==> src/hw/jtag_uart_config.svh <==
// ==========================================================
// Build-time sizes for the JTAG UART debug subsystem
// Transmit queue depth, JTAG IR length and USER1 code
// Store address bit that maps a store onto the UART
// ==========================================================

`ifndef JTAG_UART_CONFIG_SVH
`define JTAG_UART_CONFIG_SVH

`define JTAG_FIFO_DEPTH     16                      // Byte entries, also the core's start credit
`define JTAG_IR_WIDTH       10                      // Instruction register length
`define JTAG_USER1          (`JTAG_IR_WIDTH'(1))    // Selects the UART data register

// Any store with this address bit set goes to the UART
`define JTAG_UART_ADDR_BIT  31

`endif

==> src/hw/jtag_uart_pkg.sv <==
// ==========================================================
// Shared types for the JTAG UART debug subsystem
// TAP state encoding, RV32 S/I field layouts, opcodes
// ==========================================================

package jtag_uart_pkg;

    // IEEE 1149.1 controller states
    typedef enum logic [3:0] {
        TEST_LOGIC_RESET = 4'h0,
        RUN_TEST_IDLE    = 4'h1,
        SELECT_DR_SCAN   = 4'h2,
        CAPTURE_DR       = 4'h3,
        SHIFT_DR         = 4'h4,
        EXIT1_DR         = 4'h5,
        PAUSE_DR         = 4'h6,
        EXIT2_DR         = 4'h7,
        UPDATE_DR        = 4'h8,
        SELECT_IR_SCAN   = 4'h9,
        CAPTURE_IR       = 4'ha,
        SHIFT_IR         = 4'hb,
        EXIT1_IR         = 4'hc,
        PAUSE_IR         = 4'hd,
        EXIT2_IR         = 4'he,
        UPDATE_IR        = 4'hf
    } tap_state_e;

    typedef struct packed {
        logic [6:0] imm_hi;     // imm[11:5]
        logic [4:0] rs2;        // Store data source
        logic [4:0] rs1;        // Base address
        logic [2:0] funct3;
        logic [4:0] imm_lo;     // imm[4:0]
        logic [6:0] opcode;
    } s_type_t;

    typedef struct packed {
        logic [11:0] imm;
        logic [4:0]  rs1;
        logic [2:0]  funct3;
        logic [4:0]  rd;
        logic [6:0]  opcode;
    } i_type_t;

    // Same word, two field views
    typedef union packed {
        s_type_t s;
        i_type_t i;
    } instr_u;

    localparam logic [6:0] OPC_STORE  = 7'b0100011;
    localparam logic [6:0] OPC_OP_IMM = 7'b0010011;

endpackage

==> src/hw/tap_if.sv <==
// ==========================================================
// TAP decode strobes from controller to data register
// ==========================================================

`timescale 1ns/1ps

interface tap_if;

    logic capture_dr;   // In Capture-DR
    logic shift_dr;     // In Shift-DR
    logic update_dr;    // In Update-DR
    logic user1_sel;    // IR holds USER1
    logic tdi_bit;      // Raw tdi

    // Controller side
    modport ctrl (
        output capture_dr, shift_dr, update_dr, user1_sel, tdi_bit
    );

    // Data register side
    modport dr (
        input capture_dr, shift_dr, update_dr, user1_sel, tdi_bit
    );

endinterface

==> src/hw/jtag_tx_buffer.sv <==
// ==========================================================
// JTAG UART transmit buffer
// Circular byte queue filled from the core
// USER1 data register with capture, shift and tdo
// Bypass bit for any other instruction
// ==========================================================

`timescale 1ns/1ps
`include "jtag_uart_config.svh"

module jtag_tx_buffer (
    input  logic       tck,
    input  logic       reset_n,
    input  logic       wr_valid,
    input  logic [7:0] wr_data,
    output logic       credit_ret,
    tap_if.dr          tap,
    output logic       tdo
);

    localparam int PTR_W = $clog2(`JTAG_FIFO_DEPTH);
    localparam int CNT_W = $clog2(`JTAG_FIFO_DEPTH + 1);

    logic [7:0]         queue [`JTAG_FIFO_DEPTH];
    logic [PTR_W-1:0]   wr_ptr;
    logic [PTR_W-1:0]   rd_ptr;
    logic [CNT_W-1:0]   count;
    logic [7:0]         user1_dr;
    logic               bypass;
    logic               empty;
    logic               pop;

    function automatic logic [PTR_W-1:0] ptr_inc(input logic [PTR_W-1:0] p);
        return (p == PTR_W'(`JTAG_FIFO_DEPTH - 1)) ? '0 : p + 1'b1;
    endfunction

    assign empty = (count == '0);
    assign pop   = tap.update_dr && tap.user1_sel && !empty;   // Host consumed the head

    // ======================== Byte queue ========================
    always_ff @(posedge tck) begin
        if (wr_valid) begin
            queue[wr_ptr] <= wr_data;           // Credits guarantee a free slot
        end
    end

    always_ff @(posedge tck or negedge reset_n) begin
        if (!reset_n) begin
            wr_ptr     <= '0;
            rd_ptr     <= '0;
            count      <= '0;
            credit_ret <= 1'b0;
        end else begin
            if (wr_valid) wr_ptr <= ptr_inc(wr_ptr);
            if (pop)      rd_ptr <= ptr_inc(rd_ptr);
            count      <= count + CNT_W'(wr_valid) - CNT_W'(pop);
            credit_ret <= pop;                  // One pulse per popped byte
        end
    end

    // ======================== Data registers ========================
    always_ff @(posedge tck or negedge reset_n) begin
        if (!reset_n) begin
            user1_dr <= '0;
            bypass   <= 1'b0;
        end else if (tap.capture_dr) begin
            bypass <= 1'b0;
            if (tap.user1_sel) user1_dr <= empty ? 8'h00 : queue[rd_ptr];
        end else if (tap.shift_dr) begin
            bypass <= tap.tdi_bit;
            if (tap.user1_sel) user1_dr <= {1'b0, user1_dr[7:1]};  // LSB out first
        end
    end

    assign tdo = tap.user1_sel ? user1_dr[0] : bypass;

endmodule

==> src/hw/jtag_uart_top.sv <==
// ==========================================================
// JTAG UART debug subsystem top level
// Core, TAP controller and transmit buffer on one tck
// ==========================================================

`timescale 1ns/1ps

module jtag_uart_top (
    input  logic        tck,
    input  logic        reset_n,
    input  logic        tms,
    input  logic        tdi,
    output logic        tdo,
    input  logic [31:0] instr,
    input  logic        instr_valid,
    output logic        instr_ready,
    output logic [31:0] a0
);

    logic       wr_valid;
    logic [7:0] wr_data;
    logic       credit_ret;

    tap_if tap_bus ();

    tap_controller tap_controller_inst (
        .tck     (tck),
        .reset_n (reset_n),
        .tms     (tms),
        .tdi     (tdi),
        .tap     (tap_bus.ctrl)
    );

    rv_mini_core rv_mini_core_inst (
        .tck         (tck),
        .reset_n     (reset_n),
        .instr       (instr),
        .instr_valid (instr_valid),
        .instr_ready (instr_ready),
        .wr_valid    (wr_valid),
        .wr_data     (wr_data),
        .credit_ret  (credit_ret),
        .a0          (a0)
    );

    jtag_tx_buffer jtag_tx_buffer_inst (
        .tck        (tck),
        .reset_n    (reset_n),
        .wr_valid   (wr_valid),
        .wr_data    (wr_data),
        .credit_ret (credit_ret),
        .tap        (tap_bus.dr),
        .tdo        (tdo)
    );

endmodule

==> src/hw/rv_mini_core.sv <==
// ==========================================================
// Minimal RV32 execute core
// 32-entry register file, x0 hard zero
// ADDI and SW from a valid/ready instruction port
// UART store decode and transmit credit counter
// ==========================================================

`timescale 1ns/1ps
`include "jtag_uart_config.svh"

module rv_mini_core import jtag_uart_pkg::*; (
    input  logic        tck,
    input  logic        reset_n,
    input  logic [31:0] instr,
    input  logic        instr_valid,
    output logic        instr_ready,
    output logic        wr_valid,
    output logic [7:0]  wr_data,
    input  logic        credit_ret,
    output logic [31:0] a0
);

    localparam int CRED_W = $clog2(`JTAG_FIFO_DEPTH + 1);

    logic [31:0]        regs [32];
    logic [CRED_W-1:0]  credits;        // Free queue slots as seen by the core
    instr_u             word;
    logic               accept;
    logic               is_addi;
    logic               is_store;
    logic               uart_store;
    logic [31:0]        i_imm;
    logic [31:0]        s_imm;
    logic [31:0]        st_addr;

    // ======================== Decode ========================
    assign word     = instr;
    assign accept   = instr_valid && instr_ready;
    assign is_addi  = (word.i.opcode == OPC_OP_IMM);
    assign is_store = (word.s.opcode == OPC_STORE);

    assign i_imm = {{20{word.i.imm[11]}}, word.i.imm};
    assign s_imm = {{20{word.s.imm_hi[6]}}, word.s.imm_hi, word.s.imm_lo};

    assign st_addr    = regs[word.s.rs1] + s_imm;
    assign uart_store = accept && is_store && st_addr[`JTAG_UART_ADDR_BIT];  // Other stores dropped

    // No credit means no issue of anything, keeps program order
    assign instr_ready = (credits != '0);
    assign a0          = regs[10];

    // ======================== Register file ========================
    always_ff @(posedge tck or negedge reset_n) begin
        if (!reset_n) begin
            for (int i = 0; i < 32; i++) begin
                regs[i] <= '0;
            end
        end else if (accept && is_addi && (word.i.rd != 5'd0)) begin
            regs[word.i.rd] <= regs[word.i.rs1] + i_imm;    // x0 never written
        end
    end

    // ======================== Write channel ========================
    always_ff @(posedge tck or negedge reset_n) begin
        if (!reset_n) begin
            wr_valid <= 1'b0;
        end else begin
            wr_valid <= uart_store;                 // One cycle per store
        end
    end

    always_ff @(posedge tck) begin
        if (uart_store) begin
            wr_data <= regs[word.s.rs2][7:0];       // Low byte only
        end
    end

    // Spend on issue, regain on return, both at once cancel
    always_ff @(posedge tck or negedge reset_n) begin
        if (!reset_n) begin
            credits <= CRED_W'(`JTAG_FIFO_DEPTH);
        end else begin
            case ({uart_store, credit_ret})
                2'b10:   credits <= credits - 1'b1;
                2'b01:   credits <= credits + 1'b1;
                default: credits <= credits;
            endcase
        end
    end

endmodule

==> src/hw/tap_controller.sv <==
// ==========================================================
// JTAG TAP controller
// 16-state FSM stepped by tms on every tck edge
// Instruction register with capture and shift
// DR strobe and USER1 decode onto tap_if
// ==========================================================

`timescale 1ns/1ps
`include "jtag_uart_config.svh"

module tap_controller import jtag_uart_pkg::*; (
    input  logic tck,
    input  logic reset_n,
    input  logic tms,
    input  logic tdi,
    tap_if.ctrl  tap
);

    tap_state_e                 state;
    tap_state_e                 state_nxt;
    logic [`JTAG_IR_WIDTH-1:0]  ir;

    // ======================== State graph ========================
    always_comb begin
        case (state)
            TEST_LOGIC_RESET: state_nxt = tms ? TEST_LOGIC_RESET : RUN_TEST_IDLE;
            RUN_TEST_IDLE:    state_nxt = tms ? SELECT_DR_SCAN   : RUN_TEST_IDLE;
            SELECT_DR_SCAN:   state_nxt = tms ? SELECT_IR_SCAN   : CAPTURE_DR;
            CAPTURE_DR:       state_nxt = tms ? EXIT1_DR         : SHIFT_DR;
            SHIFT_DR:         state_nxt = tms ? EXIT1_DR         : SHIFT_DR;
            EXIT1_DR:         state_nxt = tms ? UPDATE_DR        : PAUSE_DR;
            PAUSE_DR:         state_nxt = tms ? EXIT2_DR         : PAUSE_DR;
            EXIT2_DR:         state_nxt = tms ? UPDATE_DR        : SHIFT_DR;
            UPDATE_DR:        state_nxt = tms ? SELECT_DR_SCAN   : RUN_TEST_IDLE;
            SELECT_IR_SCAN:   state_nxt = tms ? TEST_LOGIC_RESET : CAPTURE_IR;
            CAPTURE_IR:       state_nxt = tms ? EXIT1_IR         : SHIFT_IR;
            SHIFT_IR:         state_nxt = tms ? EXIT1_IR         : SHIFT_IR;
            EXIT1_IR:         state_nxt = tms ? UPDATE_IR        : PAUSE_IR;
            PAUSE_IR:         state_nxt = tms ? EXIT2_IR         : PAUSE_IR;
            EXIT2_IR:         state_nxt = tms ? UPDATE_IR        : SHIFT_IR;
            UPDATE_IR:        state_nxt = tms ? SELECT_DR_SCAN   : RUN_TEST_IDLE;
        endcase
    end

    always_ff @(posedge tck or negedge reset_n) begin
        if (!reset_n) begin
            state <= TEST_LOGIC_RESET;
        end else begin
            state <= state_nxt;
        end
    end

    // ======================== Instruction register ========================
    always_ff @(posedge tck or negedge reset_n) begin
        if (!reset_n) begin
            ir <= '0;
        end else if (state == CAPTURE_IR) begin
            ir <= `JTAG_USER1;                          // Fixed capture pattern
        end else if (state == SHIFT_IR) begin
            ir <= {tdi, ir[`JTAG_IR_WIDTH-1:1]};        // New bit enters at MSB
        end
    end

    // Strobes are pure state decode, valid for the edge that ends the state
    assign tap.capture_dr = (state == CAPTURE_DR);
    assign tap.shift_dr   = (state == SHIFT_DR);
    assign tap.update_dr  = (state == UPDATE_DR);
    assign tap.user1_sel  = (ir == `JTAG_USER1);
    assign tap.tdi_bit    = tdi;

endmodule

==> config.mk <==
export PLATFORM = sky130hd
export DESIGN_NAME = jtag_uart_top
export DESIGN_NICKNAME = d
export VERILOG_FILES = /design/src/hw/jtag_uart_pkg.sv /design/src/hw/tap_if.sv /design/src/hw/jtag_tx_buffer.sv /design/src/hw/jtag_uart_top.sv /design/src/hw/rv_mini_core.sv /design/src/hw/tap_controller.sv
export VERILOG_INCLUDE_DIRS = /design/src /design/src/hw
export SDC_FILE = /design/constraint.sdc
export NUM_CORES = 2
export LEC_CHECK = 0
export BUFFER_PORTS_ARGS = -buffer_cell sky130_fd_sc_hd__buf_2
export CORE_AREA = 2 2 342 344
export CTS_CLUSTER_DIAMETER = 50
export DETAILED_ROUTE_END_ITERATION = 10
export DIE_AREA = 0 0 344 346
export PLACE_DENSITY = 0.68
export RECOVER_POWER = 25
export REMOVE_ABC_BUFFERS = 1
export SYNTH_ARGS = -nofsm -noshare
export SYNTH_HDL_FRONTEND = slang
export SYNTH_HIERARCHICAL = 1
export SYNTH_SLANG_ARGS = --single-unit
==> constraint.sdc <==
create_clock -name tck -period 5.35 [get_ports tck]
set_input_delay 1.07 -clock tck [delete_from_list [all_inputs] [get_ports tck]]
set_output_delay 1.07 -clock tck [all_outputs]
set_load 0.01 [all_outputs]
==> flow_summary.json <==
{
  "syn_inst": 4832,
  "fin_crit_ns": 5.322,
  "cp.required_ns": 6.04,
  "worst_setup_path_start_kind": "input pin",
  "rsz0062_at_grt": "true",
  "fin_area_um2": 66320,
  "area_growth_pct": 15.87,
  "synth_seq_cells": 1203,
  "synthTopCellsByArea": "dfrtp_1 (47%), mux4_2 (16%), o21ai_0 (7.4%)",
  "nets": 4950,
  "crit_fanout": 7,
  "cts_root_buf": "clkbuf_16",
  "clock.fmax_mhz": 187.9,
  "vias": 39743,
  "htree_levels": 4,
  "violations": "capacitance limit, slew limit",
  "grt_usage": 0.2769,
  "grt_pass1_wl_mm": 249.2,
  "arrival_ns": 6.01,
  "internal_power_uw": 16050,
  "yosysUniqueCellTypes": 80,
  "hold_slack_ns": 0.3729,
  "drc_errors": 0,
  "io_buffers": 67,
  "initial_core_util": 0.4958,
  "maxCapViolations": 5,
  "wl_per_cell_um": 24.80,
  "power_uw": 21070,
  "antenna_found_initial": 4,
  "seq_area_frac_synth": 0.5379,
  "nFillCells": 9276,
  "setup_viol": 0,
  "synth.most_common_cell": "dfrtp_1",
  "cts_tree": "built",
  "vdd_ir_drop_max_mv": 0.3316,
  "p_comb_frac": 0.085,
  "yosysWarnings": 6,
  "first_pass_iters": 5,
  "synth_top_area_frac": 0.4661,
  "dp_hpwl_mm": 98.89,
  "synth_common_cells": "dfrtp_1 (1,066), nand2_1 (930), o21ai_0 (843), mux4_2 (415), clkbuf_1 (380)",
  "async_reset_ff_frac": 0.8869,
  "final-hold-violation-count": 0,
  "layout-drive-gt1-share": 0.2650,
  "die_y_um": 346,
  "place_area_um2": 61070,
  "min_path_type": "reg2reg",
  "slew_violations": 217,
  "core_area_um2": 115400,
  "crit_type": "in2reg",
  "dieArea_um2": 119000,
  "setup_tns_ns": 0,
  "first_global_vias": 40199,
  "pwr-share-clk": 0.464,
  "routed_via_density": 6.122,
  "grt_overflow": 0,
  "pwr-share-seq": 0.451,
  "slew_headroom": -0.9531,
  "fin_crit_sh": 0.9947,
  "finClkSkew_ns": 0.03597,
  "power.density_nw_per_um2": 317.7,
  "routed_wl_mm": 161.0,
  "gp_congestion": 0.8851,
  "ant_nets": 0,
  "netSwitchingFraction": 0.2384,
  "synth_edf_count": 136,
  "clockBufferDepth": 3,
  "fp-row-count": 125,
  "cts.clk_slew.worst_paths_ns": 0.06,
  "status": "complete, but fails checks",
  "hold_buffers": 0,
  "yosysTopAreaCell": "dfrtp_1",
  "avgSynthCellArea_um2": 11.84,
  "synthFlopType": "dfrtp_1",
  "p_leak_uw": 0.02940,
  "switching_power_uw": 5024,
  "die_w_um": 344,
  "cts-buffers-inserted": 137,
  "grt_max_degree": 132,
  "clk_latency_ns": 0.77,
  "synth_area_um2": 57230,
  "cts.sinks": 1203,
  "worst_pin_slew_ns": 2.930,
  "worst_setup_path_end_kind": "flip-flop",
  "pin_count": 71,
  "drtIter0Drc": 4080
}
==> logic make-up after synthesis <==
group / after synthesis / share of synthesized area
mux: 588 / 0.2004
buf+inv: 578 / 0.04333
xor+xnor: 36 / 0.005771
flops: 1203 / 0.5379
compound gates: 1134 / 0.1118
fa+ha+maj: 53 / 0.01198
simple gates: 1240 / 0.08885
==> sequential cells by signal, summed over array words and instances, names as in the netlist <==
name,count
rv_mini_core_inst/regs,992
jtag_tx_buffer_inst/queue,128
rv_mini_core_inst/a0,32
tap_controller_inst/ir,10
jtag_tx_buffer_inst/user1_dr,8
rv_mini_core_inst/wr_data,8
jtag_tx_buffer_inst/count,5
rv_mini_core_inst/credits,5
jtag_tx_buffer_inst/rd_ptr,4
jtag_tx_buffer_inst/wr_ptr,4
tap_controller_inst/state,4
jtag_tx_buffer_inst/bypass,1
jtag_tx_buffer_inst/credit_ret,1
rv_mini_core_inst/wr_valid,1
==> repair_timing <==
| item | CTS | global route |
|---|---|---|
| cloned | 6 | 1 |
| pin swaps | 12 | 14 |
| resized for setup | 53 | 10 |
| endpoints found under the setup margin | 4 | 4 |
| buffers inserted | 14 | 0 |
==> power groups by stage <==
stage / clock [uW] / sequential, uW / combinational (uW)
2_1_floorplan: 0 / 9670 / 846
5_1_grt: 10300 / 9520 / 1960
3_5_place_dp: 0 / 9670 / 1740
3_3_place_gp: 0 / 9660 / 1710
6_report: 9780 / 9510 / 1790
4_1_cts: 9910 / 9500 / 1810
==> placed cells by master, fill, tap and decap left out, types with 37 or more instances in the layout <==
cell type  count
inv_1         39
ha_1          40
nor3_1        75
buf_2         62
mux4_2       415
clkbuf_16    144
buf_4        253
clkbuf_1      37
nand2_1      899
dfrtp_1     1066
edfxtp_1     136
o21ai_0      841
nor2_1       138
buf_12        73
mux2_2       138
a211o_1       72
a21oi_1       62
==> metal layers <==
metal	track usage	share of wire	wire, um	vias up
met5	0	0.00023	37	-
met4	0.1152	0.041	6652	6
met3	0.05462	0.073	11730	378
met2	0.4314	0.48	76650	1603
met1	0.3825	0.41	65950	20354
li1	-	-	-	17402
==> stage by stage <==
stage | setup WS (ns) | instances | utilization
after CTS | -0.003684 | 6491 | 0.5750
final | 0.02813 | 6492 | 0.5746
after global routing | -0.1549 | 6490 | 0.5745
after detailed placement | -1.226 | 6226 | 0.5291
after global placement | -1.206 | 6226 | 0.5291
after floorplan | -1.894 | 4295 | -
==> worst paths after layout <==
kind                                                    from                            to  slack [ns]  depth (start not counted)
worst max-delay path                               instr[15]  rv_mini_core_inst/credits[4]        0.03                         24
worst min-delay path            rv_mini_core_inst/regs[1014]  rv_mini_core_inst/regs[1014]        0.37                          0
worst max register to register      rv_mini_core_inst/a0[16]  rv_mini_core_inst/credits[4]        0.49                         19
worst min register to register  rv_mini_core_inst/regs[1014]  rv_mini_core_inst/regs[1014]        0.37                          0
max in group asynchronous                            reset_n   rv_mini_core_inst/regs[828]        1.17                          2
min in group asynchronous                            reset_n   rv_mini_core_inst/regs[978]        1.26                          1
==> area by class of cell <==
| class | count | area [um2] | share of cell area |
|---|---|---|---|
| repair buffers | 426 | 4163 | 0.06277 |
| multi-input cells | 3051 | 24560 | 0.3704 |
| well taps | 1524 | 1907 | 0.02875 |
| diodes | 2 | 5.005 | 0.00007547 |
| flip-flops and latches | 1203 | 30790 | 0.4642 |
| clock buffers | 184 | 3923 | 0.05915 |
| clock inverters | 61 | 812.0 | 0.01224 |
| inverters | 41 | 158.9 | 0.002396 |
==> worst max-delay path, cell delays in order <==
cell	delay, ns
buf_16	0.12
buf_16	0.18
buf_16	0.16
buf_12	0.12
mux4_2	0.50
mux4_2	0.52
mux2_4	0.32
ha_4	0.28
nand3_1	0.08
nor2_2	0.13
nand3_1	0.10
a21oi_2	0.14
nor2_2	0.09
o211ai_1	0.48
xor2_2	0.23
nand4b_1	0.16
ha_2	0.22
inv_4	0.06
fa_2	0.34
a21o_1	0.17
a21oi_2	0.15
xnor2_1	0.13
nor2_1	0.07
xnor2_1	0.13
Power figures use the tool's default switching activity.
